### config.mk
export PLATFORM = sky130hd
export DESIGN_NAME = mxd_xfer_counter
export DESIGN_NICKNAME = d
export VERILOG_FILES = /design/src/mxd_geom_pkg.sv /design/src/mxd_stats_pkg.sv /design/src/mxd_xfer_counter.sv
export SDC_FILE = /design/constraint.sdc
export NUM_CORES = 1
export LEC_CHECK = 0
export ABC_AREA = 1
export ABC_CLOCK_PERIOD_IN_PS = 4200
export BUFFER_PORTS_ARGS = -buffer_cell sky130_fd_sc_hd__buf_2
export CELL_PAD_IN_SITES_DETAIL_PLACEMENT = 2
export CELL_PAD_IN_SITES_GLOBAL_PLACEMENT = 2
export CORE_UTILIZATION = 33
export DETAILED_ROUTE_END_ITERATION = 8
export GPL_TIMING_DRIVEN = 0
export PLACE_DENSITY = 0.92
export RECOVER_POWER = 100
export SLEW_MARGIN = 15
export SYNTH_ARGS = -nofsm -noshare
export SYNTH_HDL_FRONTEND = slang
export SYNTH_SLANG_ARGS = --single-unit
### constraint.sdc
create_clock -name clk -period 4.2 [get_ports clk]
set_input_delay 0.21 -clock clk [delete_from_list [all_inputs] [get_ports clk]]
set_output_delay 0.21 -clock clk [all_outputs]
set_load 0.005 [all_outputs]
### src/mxd_geom_pkg.sv
// Datapath geometry defaults and the count width rule
`default_nettype none

package mxd_geom_pkg;

  // Symbols offered per push cycle, at least 2
  localparam int NUM_SYMBOLS = 4;

  // Bits per symbol, at least 1
  localparam int SYMBOL_WIDTH = 8;

  // Output flows, never fewer than NUM_SYMBOLS
  localparam int NUM_FLOWS = 6;

  // Bits needed to hold any count from 0 to n
  function automatic int count_width(input int n);
    return $clog2(n + 1);
  endfunction

endpackage : mxd_geom_pkg

`default_nettype wire

### src/mxd_stats_pkg.sv
// Statistics counter width and the counter value type
`default_nettype none

package mxd_stats_pkg;

  // Width of the delivered symbol total
  localparam int XFER_COUNT_WIDTH = 16;

  // Running total of delivered symbols, saturates at all ones
  typedef logic [XFER_COUNT_WIDTH-1:0] xfer_count_t;

endpackage : mxd_stats_pkg

`default_nettype wire

### src/mxd_xfer_counter.sv
// Saturating delivered-symbol counter with synchronous clear
`timescale 1ns/100ps
`default_nettype none

module mxd_xfer_counter #(
  parameter int num_symbols = mxd_geom_pkg::NUM_SYMBOLS,
  localparam int count_w = mxd_geom_pkg::count_width(num_symbols),
  localparam int sum_w = mxd_stats_pkg::XFER_COUNT_WIDTH + 1
) (
  input  logic                      clk,
  input  logic                      rst_n,
  input  logic                      stat_clear,
  input  logic [count_w-1:0]        incr,
  output mxd_stats_pkg::xfer_count_t xfer_count
);

  // One extra bit catches the wrap past all ones
  logic [sum_w-1:0] sum;

  assign sum = {1'b0, xfer_count} + sum_w'(incr);

  always_ff @(posedge clk or negedge rst_n) begin
    if (!rst_n) begin
      xfer_count <= '0;
    end else if (stat_clear) begin
      xfer_count <= '0;
    end else if (sum[sum_w-1]) begin
      xfer_count <= '1;
    end else begin
      xfer_count <= sum[sum_w-2:0];
    end
  end

  // Total only drops through a clear
  count_monotonic_a : assert property (
    @(posedge clk) disable iff (!rst_n)
    !stat_clear |=> (xfer_count >= $past(xfer_count))
  ) else $error("xfer_count decreased without stat_clear");

endmodule : mxd_xfer_counter

`default_nettype wire

==> impl_metrics.toml <==
[status]
status = "complete, no violations"

[die]
dieArea_mm2 = 0.00365
start_util_pct = 35.7
ioPinCount = 22
die_h_um = 60.4
fp.dieW_um = 60.4
num_rows = 20
core_area_mm2 = 0.00315

[power_and_ir_drop]
powerDensity_mw_per_mm2 = 286
power_mw = 0.362
ir_worst_vdd_v = 0.000163
p_leak_nw = 0.604

[layout]
diodes = 0
layout.nets = 181
largest_reg_flops = 16
top_regs = "xfer_count (16)"
nFillCells = 414
largest-register = "xfer_count"
area_growth_pct = 12.6
drive_gt1_share_pct = 18.8

[global_route]
grt_pass1_wl_um = 5780
grt_max_degree = 17
grt_overflow = 0
antenna_found_initial = 0
grt_usage_pct = 22.3
grt_pass1_vias = 1250

[drt]
ant_nets = 0
via_per_inst = 5.00
wire_per_inst_um = 16.2
drt-total-wl_um = 3460
drt_iter0_markers = 45
dr_total_vias = 1071
dr.pass1.iters = 4
drc = 0

[logic_synthesis]
synthMostInstantiatedCell = "nand2_1"
synth-seq-cells = 16
synth_top_area_cell = "dfrtp_1"
ys_warn_count = 0
synth_cells = 144
synth-seq-area-share_pct = 35.6
syn_avg_cell_area_um2 = 7.82
synth_nets = 154
synthArstFlopShare_pct = 100
yosysUniqueCellTypes = 29
synth_area_mm2 = 0.00113
synth_edf_count = 0
synthTopCellsByArea = "dfrtp_1 (36%), nand2_1 (11%), nand3_1 (8.0%)"
ys.flop_type = "dfrtp_1"
synthTopCellsByCount = "nand2_1 (34), inv_1 (18), nand3_1 (18), dfrtp_1 (16), nor2_1 (13)"
yosysTopAreaCellShare_pct = 35.6

[setup_path]
endpoint_kind = "register"
cp.required_ps = 4360
arrival_ps = 2860
critPathKind = "reg -> reg"
worstSetupStartpointType = "register"
cp_max_fo = 10

[sta]
post-route-period-util_pct = 64.2
drv_slew = 0
fin_skew_ps = 1.58
setup_tns_ps = 0
slew-limit-headroom_pct = 34.5
min_period_ps = 2700
fmax_mhz = 371
worstMarginPinSlew_ps = 982
hold_viol = 0
rsz0062_at_grt = "no"
finalSetupViolations = 0

[cts]
cts_root_buffer = "clkbuf_4"
clkSlewWorstSetupHoldPaths_ps = 110
htree_levels = 1
cts_tree = "done"
clk_latency_ps = 310
clock_path_buffers = 2
post_cts_buffers = 0
clock-sinks = 16
cts_buffers = 3

[place]
place_hpwl_um = 2620
place_congestion = 0.821
port_buffers = 21

[job]
max_cap_violations = 0

[worst_hold_path]
holdCritPathClass = "in -> reg"
==> worst max-delay path, cell delays in order, from the launching register on <==
cell	delay, ps
dfrtp_1	400
ha_1	230
fa_1	420
nand2_1	100
nand2_1	100
nand2_1	140
nor2_1	110
nand3_1	240
clkbuf_1	600
a21oi_1	200
==> report_power, final <==
group          switching (mW)  leakage, nW  internal, mW  total (mW)
combinational          0.0486        0.363        0.0284      0.0771
sequential            0.00847        0.220         0.162       0.170
clock                  0.0617       0.0210        0.0531       0.115
total                   0.119        0.604         0.243       0.362
==> through the flow <==
step	area (um^2)	hold slack [ps]	worst slack, ps	util (%)	instances
6_report	1270	77.4	1500	40.2	214
3_5_place_dp	1290	153	2200	40.8	209
5_1_grt	1270	66.8	1280	40.2	214
3_3_place_gp	1290	154	2240	40.8	209
4_1_cts	1330	84.5	2180	42.3	214
2_1_floorplan	1130	-85.6	2390	-	144
==> what timing repair did <==
item / CTS / global route
resized for setup: 0 / 0
hold endpoints to repair: 16 / 0
hold buffers: 1 / 0
==> kinds of logic after synthesis <==
logic type	synth area share, %
simple gates	37.3
buf+inv	8.33
flops	35.6
compound gates	9.78
xor+xnor	3.89
fa+ha+maj	5.11
==> worst paths after layout <==
check / start / to / slack (ps) / cells past startpoint
min reg2reg: xfer_count[0] / xfer_count[0] / 680 / 3
max in group asynchronous: rst_n / xfer_count[0] / 3050 / 2
min in group asynchronous: rst_n / xfer_count[4] / 560 / 2
max reg2reg: xfer_count[0] / xfer_count[7] / 1500 / 9
min: stat_clear / xfer_count[12] / 80 / 2
max: xfer_count[0] / xfer_count[7] / 1500 / 9
==> cell usage in the layout, fill, tap and decap left out, types with 4 or more instances in the layout <==
| master | netlist | layout |
|---|---|---|
| a21oi_2 | 8 | 7 |
| dfrtp_1 | 16 | 16 |
| nand3_1 | 18 | 19 |
| xor2_1 | 4 | 4 |
| inv_1 | 18 | 18 |
| clkbuf_1 | 1 | 12 |
| nor2_1 | 13 | 14 |
| nand2_1 | 34 | 37 |
| buf_2 | 0 | 11 |
==> routing by layer <==
metal	GRT usage, %	vias up	wire, um
met5	0	-	0
met4	7.79	0	54
met3	2.13	5	59
met2	42.9	13	1830
met1	25.5	542	1510
li1	-	511	-
==> area by class of cell <==
type                       count  area [um^2]  share of cell area [%]
clock buffer                   4         36.3                    2.86
inverter                      21         78.8                    6.22
buffer                         2         7.51                   0.592
multi-input combinational    105          587                    46.3
tap                           44         55.1                    4.34
timing repair buffer          22          103                    8.09
sequential                    16          400                    31.6
Note: power is estimated with default switching activity, not from simulation.
