## config.mk

```make
export PLATFORM = sky130hd
export DESIGN_NAME = mxd_distributor_core
export DESIGN_NICKNAME = d
export VERILOG_FILES = /design/src/mxd_geom_pkg.sv /design/src/mxd_distributor_core.sv
export SDC_FILE = /design/constraint.sdc
export NUM_CORES = 1
export LEC_CHECK = 0
export BUFFER_PORTS_ARGS = -buffer_cell sky130_fd_sc_hd__buf_2
export CAP_MARGIN = 10
export CORE_UTILIZATION = 36
export DETAILED_ROUTE_END_ITERATION = 10
export PLACE_DENSITY = 0.92
export SETUP_SLACK_MARGIN = 0.2
export SLEW_MARGIN = 20
export SYNTH_ARGS = -nofsm -noshare
export SYNTH_HDL_FRONTEND = slang
export SYNTH_SLANG_ARGS = --single-unit
```

## constraint.sdc

```tcl
create_clock -name vclk -period 0.8
set_input_delay 0.12 -clock vclk [all_inputs]
set_output_delay 0.12 -clock vclk [all_outputs]
set_load 0.02 [all_outputs]
```

## src/mxd_geom_pkg.sv

```systemverilog
// Datapath geometry defaults and the count width rule
`default_nettype none

package mxd_geom_pkg;

  // Symbols offered per push cycle, at least 2
  localparam int NUM_SYMBOLS = 4;

  // Bits per symbol, at least 1
  localparam int SYMBOL_WIDTH = 8;

  // Output flows, never fewer than NUM_SYMBOLS
  localparam int NUM_FLOWS = 6;

  // Bits needed to hold any count from 0 to n
  function automatic int count_width(input int n);
    return $clog2(n + 1);
  endfunction

endpackage : mxd_geom_pkg

`default_nettype wire

```

## src/mxd_distributor_core.sv

```systemverilog
// Distributor core with handshake mapping, per-flow symbol select and protocol checks
`timescale 1ns/100ps
`default_nettype none

module mxd_distributor_core #(
  parameter int num_symbols = mxd_geom_pkg::NUM_SYMBOLS,
  parameter int symbol_width = mxd_geom_pkg::SYMBOL_WIDTH,
  parameter int num_flows = mxd_geom_pkg::NUM_FLOWS,
  localparam int count_w = mxd_geom_pkg::count_width(num_symbols)
) (
  input  logic                                    clk,
  input  logic                                    rst_n,
  input  logic [count_w-1:0]                      push_sendable,
  output logic [count_w-1:0]                      push_receivable,
  input  logic [num_symbols-1:0][symbol_width-1:0] push_data,
  output logic [num_flows-1:0]                    pop_valid,
  input  logic [num_flows-1:0]                    pop_ready,
  output logic [num_flows-1:0][symbol_width-1:0]  pop_data,
  output logic [num_flows-1:0]                    request,
  output logic [count_w-1:0]                      grant_allowed,
  input  logic [num_flows-1:0]                    grant,
  input  logic [num_symbols-1:0][num_flows-1:0]   grant_ordered,
  input  logic [count_w-1:0]                      grant_count
);

  // Per flow, which symbol slot feeds it
  logic [num_flows-1:0][num_symbols-1:0]   flow_select;
  // Symbols that stay behind after this edge, moved down to slot 0
  logic [count_w-1:0]                      left_over;
  logic [num_symbols-1:0][symbol_width-1:0] left_over_data;

  if (num_symbols < 2) begin : gen_bad_num_symbols
    $error("num_symbols must be at least 2");
  end
  if (symbol_width < 1) begin : gen_bad_symbol_width
    $error("symbol_width must be at least 1");
  end
  if (num_flows < num_symbols) begin : gen_bad_num_flows
    $error("num_flows must be at least num_symbols");
  end

  // Ready flows request, sendable count bounds the grants
  assign request         = pop_ready;
  assign grant_allowed   = push_sendable;
  assign pop_valid       = grant;
  assign push_receivable = grant_count;

  for (genvar f = 0; f < num_flows; f++) begin : gen_flow_select
    for (genvar j = 0; j < num_symbols; j++) begin : gen_symbol
      assign flow_select[f][j] = grant_ordered[j][f];
    end
  end

  // One-hot AND-OR mux per flow
  always_comb begin : pop_mux
    for (int f = 0; f < num_flows; f++) begin
      pop_data[f] = '0;
      for (int j = 0; j < num_symbols; j++) begin
        pop_data[f] |= push_data[j] & {symbol_width{flow_select[f][j]}};
      end
    end
  end

  assign left_over = push_sendable - push_receivable;

  always_comb begin : shift_left_over
    for (int j = 0; j < num_symbols; j++) begin
      left_over_data[j] = '0;
      if (j + int'(push_receivable) < num_symbols) begin
        left_over_data[j] = push_data[j + int'(push_receivable)];
      end
    end
  end

  grant_count_le_allowed_a : assert property (
    @(posedge clk) disable iff (!rst_n)
    grant_count <= grant_allowed
  ) else $error("grant_count exceeds grant_allowed");

  for (genvar f = 0; f < num_flows; f++) begin : gen_select_check
    select_onehot0_a : assert property (
      @(posedge clk) disable iff (!rst_n)
      $onehot0(flow_select[f])
    ) else $error("flow %0d selects more than one symbol", f);
  end

  pop_valid_le_sendable_a : assert property (
    @(posedge clk) disable iff (!rst_n)
    $countones(pop_valid) <= push_sendable
  ) else $error("more pops than symbols offered");

  receivable_le_ready_a : assert property (
    @(posedge clk) disable iff (!rst_n)
    push_receivable <= $countones(pop_ready)
  ) else $error("push_receivable exceeds ready flows");

  // Sender must keep offering what was not taken
  sendable_held_a : assert property (
    @(posedge clk) disable iff (!rst_n)
    (left_over != '0) |=> (push_sendable >= $past(left_over))
  ) else $error("unconsumed symbols withdrawn");

  for (genvar j = 0; j < num_symbols; j++) begin : gen_stable_check
    left_over_stable_a : assert property (
      @(posedge clk) disable iff (!rst_n)
      (left_over > j) |=> (push_data[j] == $past(left_over_data[j]))
    ) else $error("re-offered symbol %0d changed", j);
  end

endmodule : mxd_distributor_core

`default_nettype wire

```

==> impl_metrics.toml <==
[outcome]
status = "complete, but fails checks"
violations = "setup timing"

[logic_synthesis]
synthesis.area_sq_um = 1227
yosys_warnings = 0
syn_area_per_cell_sq_um = 6.599
synthSimpleGateAreaFrac = 0.1468
ys_seq_area_frac = 0
synth_top_family_by_area = "compound AO/OA/AOI/OAI gates"
synth_compound_gate_area_share = 0.5872
synth.net_count = 262
muxShareOfSynthArea = 0
yosys.area_share.xor_xnor = 0
synth_adder_area_share = 0
yosysUniqueCellTypes = 5
synthCells = 186

[final_layout]
seqCellArea_sq_um = 0
final_common_cell = "a22oi_2"
final_area_sq_um = 2964
multiInputGateArea_sq_um = 1501
nets = 326
final_util = 0.9401
final_cell_mix = "96 x a22oi_2, 75 x buf_6, 48 x nand2_2"
seq_cell_count = 0
clkbuf_count = 0
area_growth_syn_to_layout_pct = 141.5
drive_above_1_share = 1.000
final_cells = 292
fillers = 85
n_antenna_cell = 0

[placed_design]
gp_congestion = 0.8679
portBuffers = 104
dp.cells = 292
dp_hpwl_mm = 3.913
dpl_cell_area_sq_um = 1822

[sta]
rsz0062_at_grt = "yes"
fmax_mhz = 1006
fin_crit_sh = 1.242
fin_crit_ps = 993.9
slew_headroom = 0.7641
tightest_slew_ps = 353.9
finalWorstSetupSlack_ps = -193.9
drv_slew = 0
hold_viol = 0
setup_viol_count_final = 14

[floorplan]
dieArea_sq_um = 3647
die_h_microns = 60.39
row_count = 20
fp.dieW_microns = 60.39
ios = 142
initial_core_util = 0.3893
coreArea_sq_um = 3153

[clock_network]
hold_buffers = 0
post_cts_buffers = 0

[global_routing]
grt_util_all_layers = 0.4303
grt_max_degree = 9
antenna_found_initial = 0
grt_pass1_vias = 2189
overflow = 0
grt_first_pass_wirelength_mm = 11.41

[route]
wire_per_inst_microns = 31.05
drt-total-wl_mm = 9.066
drtPass1Iterations = 5
vias = 2213
drt_iter0_markers = 244
via_per_inst = 7.579
drc = 0
drtAntennaViolNets = 0

[pwr]
vdd_drop_max_mv = 0.6082
power.density_nw_per_um2 = 833.7
p_leak_nw = 1.129

[critical_path]
crit_slowest_cell = "a22oi_2"
critPathArrivalTime_ps = 870
critPathKind = "in -> out"
end_kind = "output pin"
startpoint_type = "input port"
critPathMaxStageDelay_ps = 340
worstPathRequired_ps = 680
path_cells = "buf_12 > a22oi_2 > nand2_2 > buf_6"
critical_path_peak_fanout = 6

[run]
cap_violations = 0

[hold_path]
hp-class = "in -> out"
## final timing paths
path | from | endpoint | slack (ps) | cells past startpoint
max | push_data[21] | pop_data[21] | -190 | 4
min | push_sendable[0] | grant_allowed[0] | 240 | 0
## critical path, delay by kind of cell
family	cells	cell delay (ps)
simple gates	1	130
compound gates	1	340
buf+inv	2	280
## cell type report
type / instances / share of cell area
Multi-Input combinational cell: 144 / 0.5065
Tap cell: 44 / 0.01857
Timing Repair Buffer: 104 / 0.4749
## power by group
group / switching, mW / internal, mW / leakage, nW / total, mW
combinational: 1.27 / 1.20 / 1.13 / 2.47
clock: 0 / 0 / 0 / 0
sequential: 0 / 0 / 0 / 0
## logic make-up after synthesis
kind of cell | after synthesis
buffers and inverters | 42
AOI/OAI and AO/OA | 96
and+or+nand+nor | 48
## metal layers
metal	global-route usage	part of all wire	vias to the layer above
met1	0.4770	0.32	1001
met3	0.1087	0.13	91
met4	0.3223	0.075	0
li1	-	-	845
met5	0	0	-
met2	0.7080	0.47	276
## synth_stat cells
cell type | number | area (sq um)
a22oi_1 | 96 | 720.7
buf_2 | 12 | 60.06
buf_4 | 19 | 142.6
buf_6 | 11 | 123.9
nand2_1 | 48 | 180.2
## metrics by stage
step	power (mW)	TNS [ps]	worst slack [ps]	hold WS [ps]
after global placement	1.481	-2538	-81.76	240.1
after global routing	2.536	-966.7	-211.1	240.0
after detailed placement	1.506	-2827	-92.44	240.1
after CTS	2.258	0	22.22	240.1
final	2.471	-585.5	-193.9	240.0
after floorplan	1.198	0	129.1	352.6
## repair_timing
item | 4_1_cts | 5_1_grt
gates resized for setup | 300 | 13
gates cloned | 0 | 0
setup endpoints to repair | 48 | 48
pin swaps | 124 | 39
(Power assumes the default switching activity.)
