==> src/mxd_geom_pkg.sv <==
// Datapath geometry defaults and the count width rule
`default_nettype none

package mxd_geom_pkg;

  // Symbols offered per push cycle, at least 2
  localparam int NUM_SYMBOLS = 4;

  // Bits per symbol, at least 1
  localparam int SYMBOL_WIDTH = 8;

  // Output flows, never fewer than NUM_SYMBOLS
  localparam int NUM_FLOWS = 6;

  // Bits needed to hold any count from 0 to n
  function automatic int count_width(input int n);
    return $clog2(n + 1);
  endfunction

endpackage : mxd_geom_pkg

`default_nettype wire

==> src/mxd_priority_state.sv <==
// Round-robin priority pointer register with its advance rule and range checks
`timescale 1ns/100ps
`default_nettype none

module mxd_priority_state #(
  parameter int num_flows = mxd_geom_pkg::NUM_FLOWS,
  localparam int ptr_w = $clog2(num_flows)
) (
  input  logic             clk,
  input  logic             rst_n,
  input  logic             any_grant,
  input  logic [ptr_w-1:0] last_grant_idx,
  output logic [ptr_w-1:0] priority_ptr
);

  logic [ptr_w-1:0] next_ptr;

  // Start next search just past the last flow served, wrapping at the top
  always_comb begin
    if (last_grant_idx == ptr_w'(num_flows - 1)) begin
      next_ptr = '0;
    end else begin
      next_ptr = last_grant_idx + 1'b1;
    end
  end

  // Pointer only moves in cycles where some flow was served
  always_ff @(posedge clk or negedge rst_n) begin
    if (!rst_n) begin
      priority_ptr <= '0;
    end else if (any_grant) begin
      priority_ptr <= next_ptr;
    end
  end

  // Pointer must always name an existing flow
  priority_ptr_in_range_a : assert property (
    @(posedge clk) disable iff (!rst_n)
    priority_ptr < num_flows
  ) else $error("priority_ptr %0d out of range", priority_ptr);

  // Arbiter may only report a served flow that exists
  last_grant_in_range_a : assert property (
    @(posedge clk) disable iff (!rst_n)
    any_grant |-> (last_grant_idx < num_flows)
  ) else $error("last_grant_idx %0d out of range", last_grant_idx);

endmodule : mxd_priority_state

`default_nettype wire

==> config.mk <==
export PLATFORM = sky130hd
export DESIGN_NAME = mxd_priority_state
export DESIGN_NICKNAME = d
export VERILOG_FILES = /design/src/mxd_geom_pkg.sv /design/src/mxd_priority_state.sv
export SDC_FILE = /design/constraint.sdc
export NUM_CORES = 1
export LEC_CHECK = 0
export CAP_MARGIN = 20
export CORE_AREA = 2 2 39 41
export CTS_CLUSTER_SIZE = 12
export DETAILED_ROUTE_END_ITERATION = 10
export DIE_AREA = 0 0 41 43
export DONT_BUFFER_PORTS = 1
export PLACE_DENSITY = 0.3
export SETUP_SLACK_MARGIN = 0.1
export SLEW_MARGIN = 20
export SYNTH_ARGS = -nofsm -noshare
export SYNTH_HDL_FRONTEND = slang
export SYNTH_SLANG_ARGS = --single-unit
==> constraint.sdc <==
create_clock -name clk -period 0.8 [get_ports clk]
set_input_delay 0.2 -clock clk [delete_from_list [all_inputs] [get_ports clk]]
set_output_delay 0.2 -clock clk [all_outputs]
set_load 0.05 [all_outputs]
==> out/metrics.cfg, run 1 <==
[setup_path]
start_kind = register
arrival_ps = 810
path_depth = 1
r2r-end = priority_ptr[1]$_DFFE_PN0P_
reg2reg_from = priority_ptr[1]$_DFFE_PN0P_
r2r_cells = 2
crit_slowest_cell = dfrtp_2
worstPathCellList = buf_12
ff2ff_setup_slack_ps = 100
critical-path-top-delay-family = flip-flops
crit_type = reg -> out
crit_buf_inv = 1
crit_fanout = 2
max_stage_delay_ps = 420
end_kind = primary output
crit_required_ps = 600

[worst_hold_path]
hp-class = in -> reg
holdPathEnd = priority_ptr[0]$_DFFE_PN0P_
min_from = last_grant_idx[0]
hold-path-cell-count = 1

[power]
p_int_mw = 0.435
total_power_mw = 0.607
swShare_pct = 28.2
powerDensity_mw_per_mm2 = 2350
p_seq_share_pct = 31.1
comb_power_share_pct = 25.0
p_leak_nw = 0.106
p_sw_mw = 0.171
ir_worst_vdd_uv = 473
pwr-share-clk_pct = 43.9

[routing]
vias_per_cell = 3.59
routedWlPerCell_um = 8.97
top_layer = met4
via_count = 133
wl_met1_um = 133
drtPass1Iterations = 4
final_antenna_net_count = 0
drt_iter0_drc = 5
wl_met2_um = 112
drt-total-wl_um = 332
wl_met3_um = 80
drc = 0

[layout]
utilization_pct = 18.6
syn_to_final_growth_pct = 87.3
drive_gt1_share_pct = 42.9
multi_input_area_um2 = 58.8
regMostFlops = priority_ptr
register_area_um2 = 78.8
fillers = 158
top_regs = priority_ptr: 3 flops
insertedDiodeCount = 0
nets = 28
finalNonFillerCells = 37
largest_reg_flops = 3

[cts]
cts_made_buffers = 3
cts.sinks = 3
insertion_delay_ps = 230
htree_levels = 1
cts_root_buf = clkbuf_4
cts.clk_slew.worst_paths_ps = 40
cts_tree = done
clockBufferDepth = 2
post_cts_buffers = 0

[global_route]
antenna_found_initial = 0
grt_use_total_pct = 5.34
grt_max_degree = 6
grt_pass1_wl_um = 517
grt_overflow_total = 0
grt_pass1_vias = 131

[die]
initial_core_util_pct = 9.95
rows = 14
die_x_um = 41
dieHeight_um = 43
die_area_mm2 = 0.00176
coreArea_mm2 = 0.00138
ios = 9

[synthesis]
syn_inst = 13
ys_seq_area_share_pct = 54.5
syn-num-nets = 19
netlist_area_um2 = 138
synth_area_per_cell_um2 = 10.6
yosysWarningCount = 0
synth_seq_cells = 3
ys_types = 8

[timing]
post-route-period-util_pct = 126
final-max-slew-violation-count = 0
holdWs_ps = 53.5
worst_pin_slew_ps = 145
fin_skew_ps = 0
finalHoldViolCount = 0
min_period_ps = 1010
slew_headroom_pct = 90.3
max_clock_freq_mhz = 992
finalSetupViolations = 3
fin_ws_ps = -208
rsz0062_at_grt = true

[run_status]
status = finished, violations left
violations = setup timing

[placement]
gp_congestion = 0.577
place.port_buffers = 0
dp_cells = 32

[flow_run]
cap_violations = 0

[cells by family (layout without fill, tap and decap cells)]
group,Yosys count,in the layout,share of synthesized area (%)
AO/OA/AOI/OAI,2,2,9.09
buffers and inverters,1,9,2.72
multiplexers,1,1,7.27
flip-flops,3,3,54.5
AND/OR/NAND/NOR,6,6,26.4
[power by group through the flow]
stage / Sequential (mW) / Combinational [mW] / Clock, mW
after CTS: 0.189 / 0.153 / 0.285
final: 0.189 / 0.152 / 0.266
after global placement: 0.191 / 0.145 / 0
after detailed placement: 0.191 / 0.146 / 0
after global routing: 0.191 / 0.158 / 0.299
after floorplan: 0.237 / 0.0211 / 0
[cell usage after synthesis]
cell      instances  area, µm²
dfrtp_1           3       75.1
inv_1             1       3.75
mux2i_1           1       10.0
a31oi_1           2       12.5
nand3b_1          1       7.51
nor2_1            2       7.51
nand2b_1          2       12.5
or3b_1            1       8.76
[how the worst max path moves through the flow]
| stage | startpoint | end | slack (ps) |
|---|---|---|---|
| 2_1_floorplan | priority_ptr[2]$_DFFE_PN0P_ | priority_ptr[2]$_DFFE_PN0P_ | 30 |
| 4_1_cts | priority_ptr[2]$_DFFE_PN0P_ | priority_ptr[2] | -220 |
| 3_3_place_gp | last_grant_idx[2] | priority_ptr[1]$_DFFE_PN0P_ | 30 |
| 3_5_place_dp | last_grant_idx[2] | priority_ptr[1]$_DFFE_PN0P_ | 6 |
| 5_1_grt | priority_ptr[2]$_DFFE_PN0P_ | priority_ptr[2] | -230 |
| 6_report | priority_ptr[2]$_DFFE_PN0P_ | priority_ptr[2] | -210 |
[per-stage QoR]
stage          cell area, µm²  setup WS (ps)  setup TNS [ps]
4_1_cts                   258           -219            -635
3_3_place_gp              221           25.3               0
3_5_place_dp              221           6.41               0
2_1_floorplan             141           27.1               0
5_1_grt                   258           -226            -674
6_report                  258           -208            -595
[worst reg2reg max path, stage by stage, from the launching register on]
cell and delay, ps:
dfrtp_2 410, nor2_1 110, a31oi_1 50
[layer usage]
metal / vias to the layer above / global-route usage (%)
li1: 61 / -
met1: 57 / 6.17
met2: 13 / 4.06
met3: 2 / 4.71
met4: 0 / 8.00
met5: - / 0
[final cells by class]
type                    instances  share of cell area [%]
clock buffers                   4                    10.2
inverters                       1                    1.46
multi-input cells               9                    22.8
flip-flops and latches          3                    30.6
well taps                      16                    7.77
repair buffers                  4                    27.2
[layout by cell type, fill, tap and decap left out, types with 2 or more instances in the layout]
master / instances
a31oi_1: 2
buf_12: 3
clkbuf_4: 3
dfrtp_2: 3
nand2b_1: 2
nor2_1: 2
[timing repair]
item                                   in CTS  in global routing
setup endpoints to repair                   3                  4
endpoints found under the hold margin       3                  0
hold buffers                                1                  0
gates resized for setup                     0                  0
(Power assumes the default switching activity.)
==> inputs of run 2 (changes only) <==
ABC_AREA = 1   (was default)
PLACE_DENSITY = default   (was 0.3)
==> run 2 against run 1 <==
  * The flow still finishes with violations (setup timing)
  * Utilization down 4.3 points
  * Critical path depth down 1
  * Clock power about the same
  * Final area down 23%
  * Maximum frequency up 6.5%
  * Wire length up 10%
  * Non-clock buffer count down 3
  * Global-route usage up 0.16 points
  * Die area unchanged
  * Area after synthesis unchanged
  * Clock-buffer cell count unchanged
  * Sequential power up 25%
  * Largest power group unchanged
==> out/metrics.cfg, run 2 <==
[cts]
insertion_delay_ps = 230
clockBufferDepth = 2
cts.sinks = 3
cts_root_buf = clkbuf_4
cts_made_buffers = 3
cts.clk_slew.worst_paths_ps = 40
htree_levels = 1
cts_tree = done
post_cts_buffers = 0

[synthesis]
syn-num-nets = 25
synth_area_leaders = dfrtp_1 55%, nand2_1 25%, inv_2 5.5%
yosysWarningCount = 0
yosysTopAreaCell = dfrtp_1
netlist_area_um2 = 138
async_flop_share_pct = 100
synth_common_cells = 9 x nand2_1, 3 x dfrtp_1, 2 x inv_2, 2 x nor2_1
synth-edff-count = 0
ys_types = 7
yosysMostFrequentCell = nand2_1
yosys.area.top_type_share_pct = 54.5
synth_area_per_cell_um2 = 7.24
syn_inst = 19
ys.flop_type = dfrtp_1
synth_seq_cells = 3
ys_seq_area_share_pct = 54.5

[power]
p_leak_nw = 0.0992
ir_worst_vdd_uv = 309
powerDensity_mw_per_mm2 = 2720

[routing]
routedWlPerCell_um = 9.15
drt_iter0_drc = 0
drt-total-wl_um = 366
wl_met3_um = 81
wl_met2_um = 177
top_layer = met3
drtPass1Iterations = 1
final_antenna_net_count = 0
drc = 0
wl_met1_um = 107
via_count = 129
vias_per_cell = 3.23

[timing]
worst_pin_slew_ps = 266
fin_ws_ps = -147
fin_skew_ps = 0
post-route-period-util_pct = 118
max_clock_freq_mhz = 1060
holdWs_ps = 51.4
setup-tns-final_ps = -430
min_period_ps = 947
finalHoldViolCount = 0
rsz0062_at_grt = true
finalSetupViolations = 3
slew_headroom_pct = 82.3
final-max-slew-violation-count = 0

[layout]
regMostFlops = priority_ptr
final_common_cell = nand2_1
drive_gt1_share_pct = 33.3
largest_reg_flops = 3
top_regs = priority_ptr: 3 flops
insertedDiodeCount = 0
syn_to_final_growth_pct = 43.6
design_area_um2 = 198
final_cell_mix = 9 x nand2_1, 3 x clkbuf_4, 3 x dfrtp_2
nets = 31

[die]
coreArea_mm2 = 0.00138
rows = 14
initial_core_util_pct = 9.95
dieHeight_um = 43
die_area_mm2 = 0.00176
die_x_um = 41
ios = 9

[global_route]
grt_pass1_vias = 151
grt_pass1_wl_um = 531
grt_use_total_pct = 5.49
antenna_found_initial = 0
grt_max_degree = 6
grt_overflow_total = 0

[placement]
dp_hpwl_um = 301
place.port_buffers = 0
dpl_cell_area_um2 = 161
gp_congestion = 0.565

[setup_path]
ff2ff_setup_slack_ps = 20
crit_required_ps = 600
crit_type = reg -> out
r2r-end = priority_ptr[1]$_DFFE_PN0P_
reg2reg_from = priority_ptr[1]$_DFFE_PN0P_
path_depth = 0
end_kind = primary output
crit_fanout = 2
start_kind = register
r2r_cells = 2
arrival_ps = 750

[run_status]
violations = setup timing
status = finished, violations left

[worst_hold_path]
min_from = last_grant_idx[0]
hold-path-cell-count = 1
holdPathEnd = priority_ptr[0]$_DFFE_PN0P_
hp-class = in -> reg

[flow_run]
cap_violations = 0

run 2: changes by cell type in the layout (fill, tap and decap cells not counted), sizes merged:
cell / previous run / this run
nand2b: 2 / 0
mux2i: 1 / 0
a31oi: 2 / 0
a21oi: 0 / 1
nand3b: 1 / 0
o21ai: 0 / 1
inv: 1 / 3
nand2: 0 / 9
or3b: 1 / 0
buf: 3 / 0
run 2: power breakdown:
part / internal [mW] / switching, mW
sequential: 0.171 / 0.0661
clock: 0.187 / 0.0779
combinational: 0.0152 / 0.0200
total: 0.373 / 0.164
run 2: cell type report:
| class | instances | area, µm² |
|---|---|---|
| Tap cell | 16 | 20.0 |
| Inverter | 3 | 11.3 |
| Multi-Input combinational cell | 13 | 51.3 |
| Fill cell | 156 | 1190 |
| Timing Repair Buffer | 1 | 10.0 |
| Sequential cell | 3 | 78.8 |
| Clock buffer | 4 | 26.3 |
run 2: worst max-delay path by stage:
stage                                           start                     endpoint  slack (ps)
after CTS                 priority_ptr[1]$_DFFE_PN0P_              priority_ptr[1]        -160
after global placement    priority_ptr[0]$_DFFE_PN0P_  priority_ptr[0]$_DFFE_PN0P_          40
after global routing      priority_ptr[2]$_DFFE_PN0P_              priority_ptr[2]        -160
final                     priority_ptr[1]$_DFFE_PN0P_              priority_ptr[1]        -150
after floorplan           priority_ptr[0]$_DFFE_PN0P_  priority_ptr[0]$_DFFE_PN0P_          50
after detailed placement  priority_ptr[2]$_DFFE_PN0P_  priority_ptr[2]$_DFFE_PN0P_          40
run 2: per-stage QoR:
stage / setup WS (ps) / util, % / power, mW / cells
6_report: -147 / 14.3 / 0.537 / 40
5_1_grt: -161 / 14.3 / 0.560 / 40
4_1_cts: -158 / 14.3 / 0.552 / 40
3_5_place_dp: 35.5 / 11.7 / 0.270 / 35
3_3_place_gp: 39.8 / 11.7 / 0.267 / 35
2_1_floorplan: 51.6 / - / 0.261 / 19
run 2: what timing repair did:
action / in CTS / in global routing
pin swaps: 0 / 1
hold buffers: 1 / 0
hold endpoints to repair: 3 / 0
endpoints found under the setup margin: 6 / 6
cloned: 0 / 0
gates resized for setup: 0 / 0
run 2: layer usage:
metal / up-vias / track usage, %
met1: 55 / 2.85
met5: - / 0
met2: 9 / 6.56
met4: 0 / 8.00
li1: 65 / -
met3: 0 / 6.81
run 2: logic make-up after synthesis:
| logic type | synth area share [%] |
|---|---|
| simple gates | 30.0 |
| flops | 54.5 |
| buf+inv | 8.18 |
| compound gates | 7.27 |
==> inputs of run 3 (changes only) <==
CELL_PAD_IN_SITES_DETAIL_PLACEMENT = 1   (was default)
CELL_PAD_IN_SITES_GLOBAL_PLACEMENT = 1   (was default)
PLACE_DENSITY_LB_ADDON = 0.1   (was default)
==> run 3 against run 2 <==
  * Critical endpoint unchanged
  * First-iteration DRC count is the same
  * Final area is the same
  * Clock-buffer cell count is the same
  * Sequential share of layout area is the same
  * Combinational power grew 3%
  * The flow still finishes with violations (setup timing)
  * Sequential cell count is the same
  * Maximum frequency is essentially flat
==> out/metrics.cfg, run 3 (same netlist as run 2, synthesis figures left out) <==
[placement]
place.port_buffers = 0
dp_cells = 35
gp_congestion = 0.577
dp_hpwl_um = 299
dpl_cell_area_um2 = 161

[layout]
largest_reg_flops = 3
design_area_um2 = 198
syn_to_final_growth_pct = 43.6
finalNonFillerCells = 40
nets = 31
fillers = 177
regMostFlops = priority_ptr
final_common_cell = nand2_1
top_regs = priority_ptr: 3 flops
drive_gt1_share_pct = 33.3
final_cell_mix = 9 x nand2_1, 3 x clkbuf_4, 3 x dfrtp_2
utilization_pct = 14.3
insertedDiodeCount = 0

[cts]
htree_levels = 1
cts.sinks = 3
cts.clk_slew.worst_paths_ps = 40
cts_made_buffers = 3
clockBufferDepth = 2
cts_root_buf = clkbuf_4
insertion_delay_ps = 230
cts-resized-gates = 0
cts_tree = done

[worst_hold_path]
hp-class = in -> reg
hold-path-cell-count = 1
holdPathEnd = priority_ptr[0]$_DFFE_PN0P_
min_from = last_grant_idx[0]

[die]
die_x_um = 41
ios = 9
die_area_mm2 = 0.00176
dieHeight_um = 43
coreArea_mm2 = 0.00138
initial_core_util_pct = 9.95
rows = 14

[routing]
drt_iter0_drc = 0
drtPass1Iterations = 1
drc = 0
via_count = 133
vias_per_cell = 3.33
drt-total-wl_um = 353
final_antenna_net_count = 0
routedWlPerCell_um = 8.83

[timing]
fin_skew_ps = 0
final-max-slew-violation-count = 0
fin_ws_ps = -148
max_clock_freq_mhz = 1060
finalSetupViolations = 3
finalHoldViolCount = 0
worst_pin_slew_ps = 268
slew_headroom_pct = 82.1
min_period_ps = 948
post-route-period-util_pct = 118
rsz0062_at_grt = true
setup-tns-final_ps = -431

[setup_path]
end_kind = primary output
r2r_cells = 2
ff2ff_setup_slack_ps = 20
crit_fanout = 2
crit_required_ps = 600
crit_type = reg -> out
arrival_ps = 750
r2r-end = priority_ptr[1]$_DFFE_PN0P_
start_kind = register
reg2reg_from = priority_ptr[1]$_DFFE_PN0P_
path_depth = 0

[global_route]
grt_overflow_total = 0
grt_use_total_pct = 5.81
grt_max_degree = 6
grt_pass1_vias = 163
met2_usage_pct = 7.19
antenna_found_initial = 0
busiest_layer = met4
grt.met3_usage_pct = 2.09
grt_pass1_wl_um = 600
gr-usage-met1_pct = 5.11

[power]
swShare_pct = 30.8
comb_power_share_pct = 6.7
powerDensity_mw_per_mm2 = 2730
p_int_mw = 0.373
p_leak_nw = 0.0992
pwr-share-clk_pct = 49.3
p_sw_mw = 0.166
p_seq_share_pct = 44.0
ir_worst_vdd_uv = 255
total_power_mw = 0.539

[run_status]
violations = setup timing
status = finished, violations left

[flow_run]
cap_violations = 0

==> run 3: cell counts in the layout (fill, tap and decap cells not counted) <==
No cell type changed its count.
==> run 3: layout make-up <==
cell class                      count  area, µm²  area share [%]
Sequential cell                     3       78.8            39.9
Multi-Input combinational cell     13       51.3            25.9
Clock buffer                        4       26.3            13.3
Tap cell                           16       20.0            10.1
Inverter                            3       11.3            5.70
Timing Repair Buffer                1       10.0            5.06
==> run 3: what timing repair did <==
action,in CTS,in global routing
hold endpoints to repair,3,0
setup endpoints to repair,6,6
setup buffers,0,0
cloned,0,0
pin swaps,0,1
hold buffers,1,0
==> run 3: worst max-delay path by stage <==
stage / slack [ps] / startpoint / to
floorplan: 50 / priority_ptr[0]$_DFFE_PN0P_ / priority_ptr[0]$_DFFE_PN0P_
global placement: 30 / priority_ptr[0]$_DFFE_PN0P_ / priority_ptr[0]$_DFFE_PN0P_
detailed placement: 40 / priority_ptr[0]$_DFFE_PN0P_ / priority_ptr[0]$_DFFE_PN0P_
CTS: -160 / priority_ptr[1]$_DFFE_PN0P_ / priority_ptr[1]
global route: -170 / priority_ptr[1]$_DFFE_PN0P_ / priority_ptr[1]
finish: -150 / priority_ptr[1]$_DFFE_PN0P_ / priority_ptr[1]
==> run 3: power by group through the flow <==
stage | registers (mW) | logic [mW] | clock network [mW]
CTS | 0.238 | 0.0376 | 0.276
detailed placement | 0.240 | 0.0310 | 0
finish | 0.237 | 0.0362 | 0.266
global placement | 0.239 | 0.0308 | 0
floorplan | 0.236 | 0.0253 | 0
global route | 0.240 | 0.0443 | 0.289
==> run 3: metrics by stage <==
| step | worst slack (ps) | hold WS (ps) |
|---|---|---|
| final | -148 | 52.8 |
| after global routing | -171 | 56.1 |
| after CTS | -157 | 48.0 |
| after detailed placement | 35.3 | -95.5 |
| after global placement | 35.0 | -95.5 |
| after floorplan | 51.6 | -95.6 |
==> run 3: metal layers <==
metal,part of all wire [%],vias up
met5,0,-
met4,0,0
met3,7.9,0
met2,56,6
met1,36,62
li1,-,65
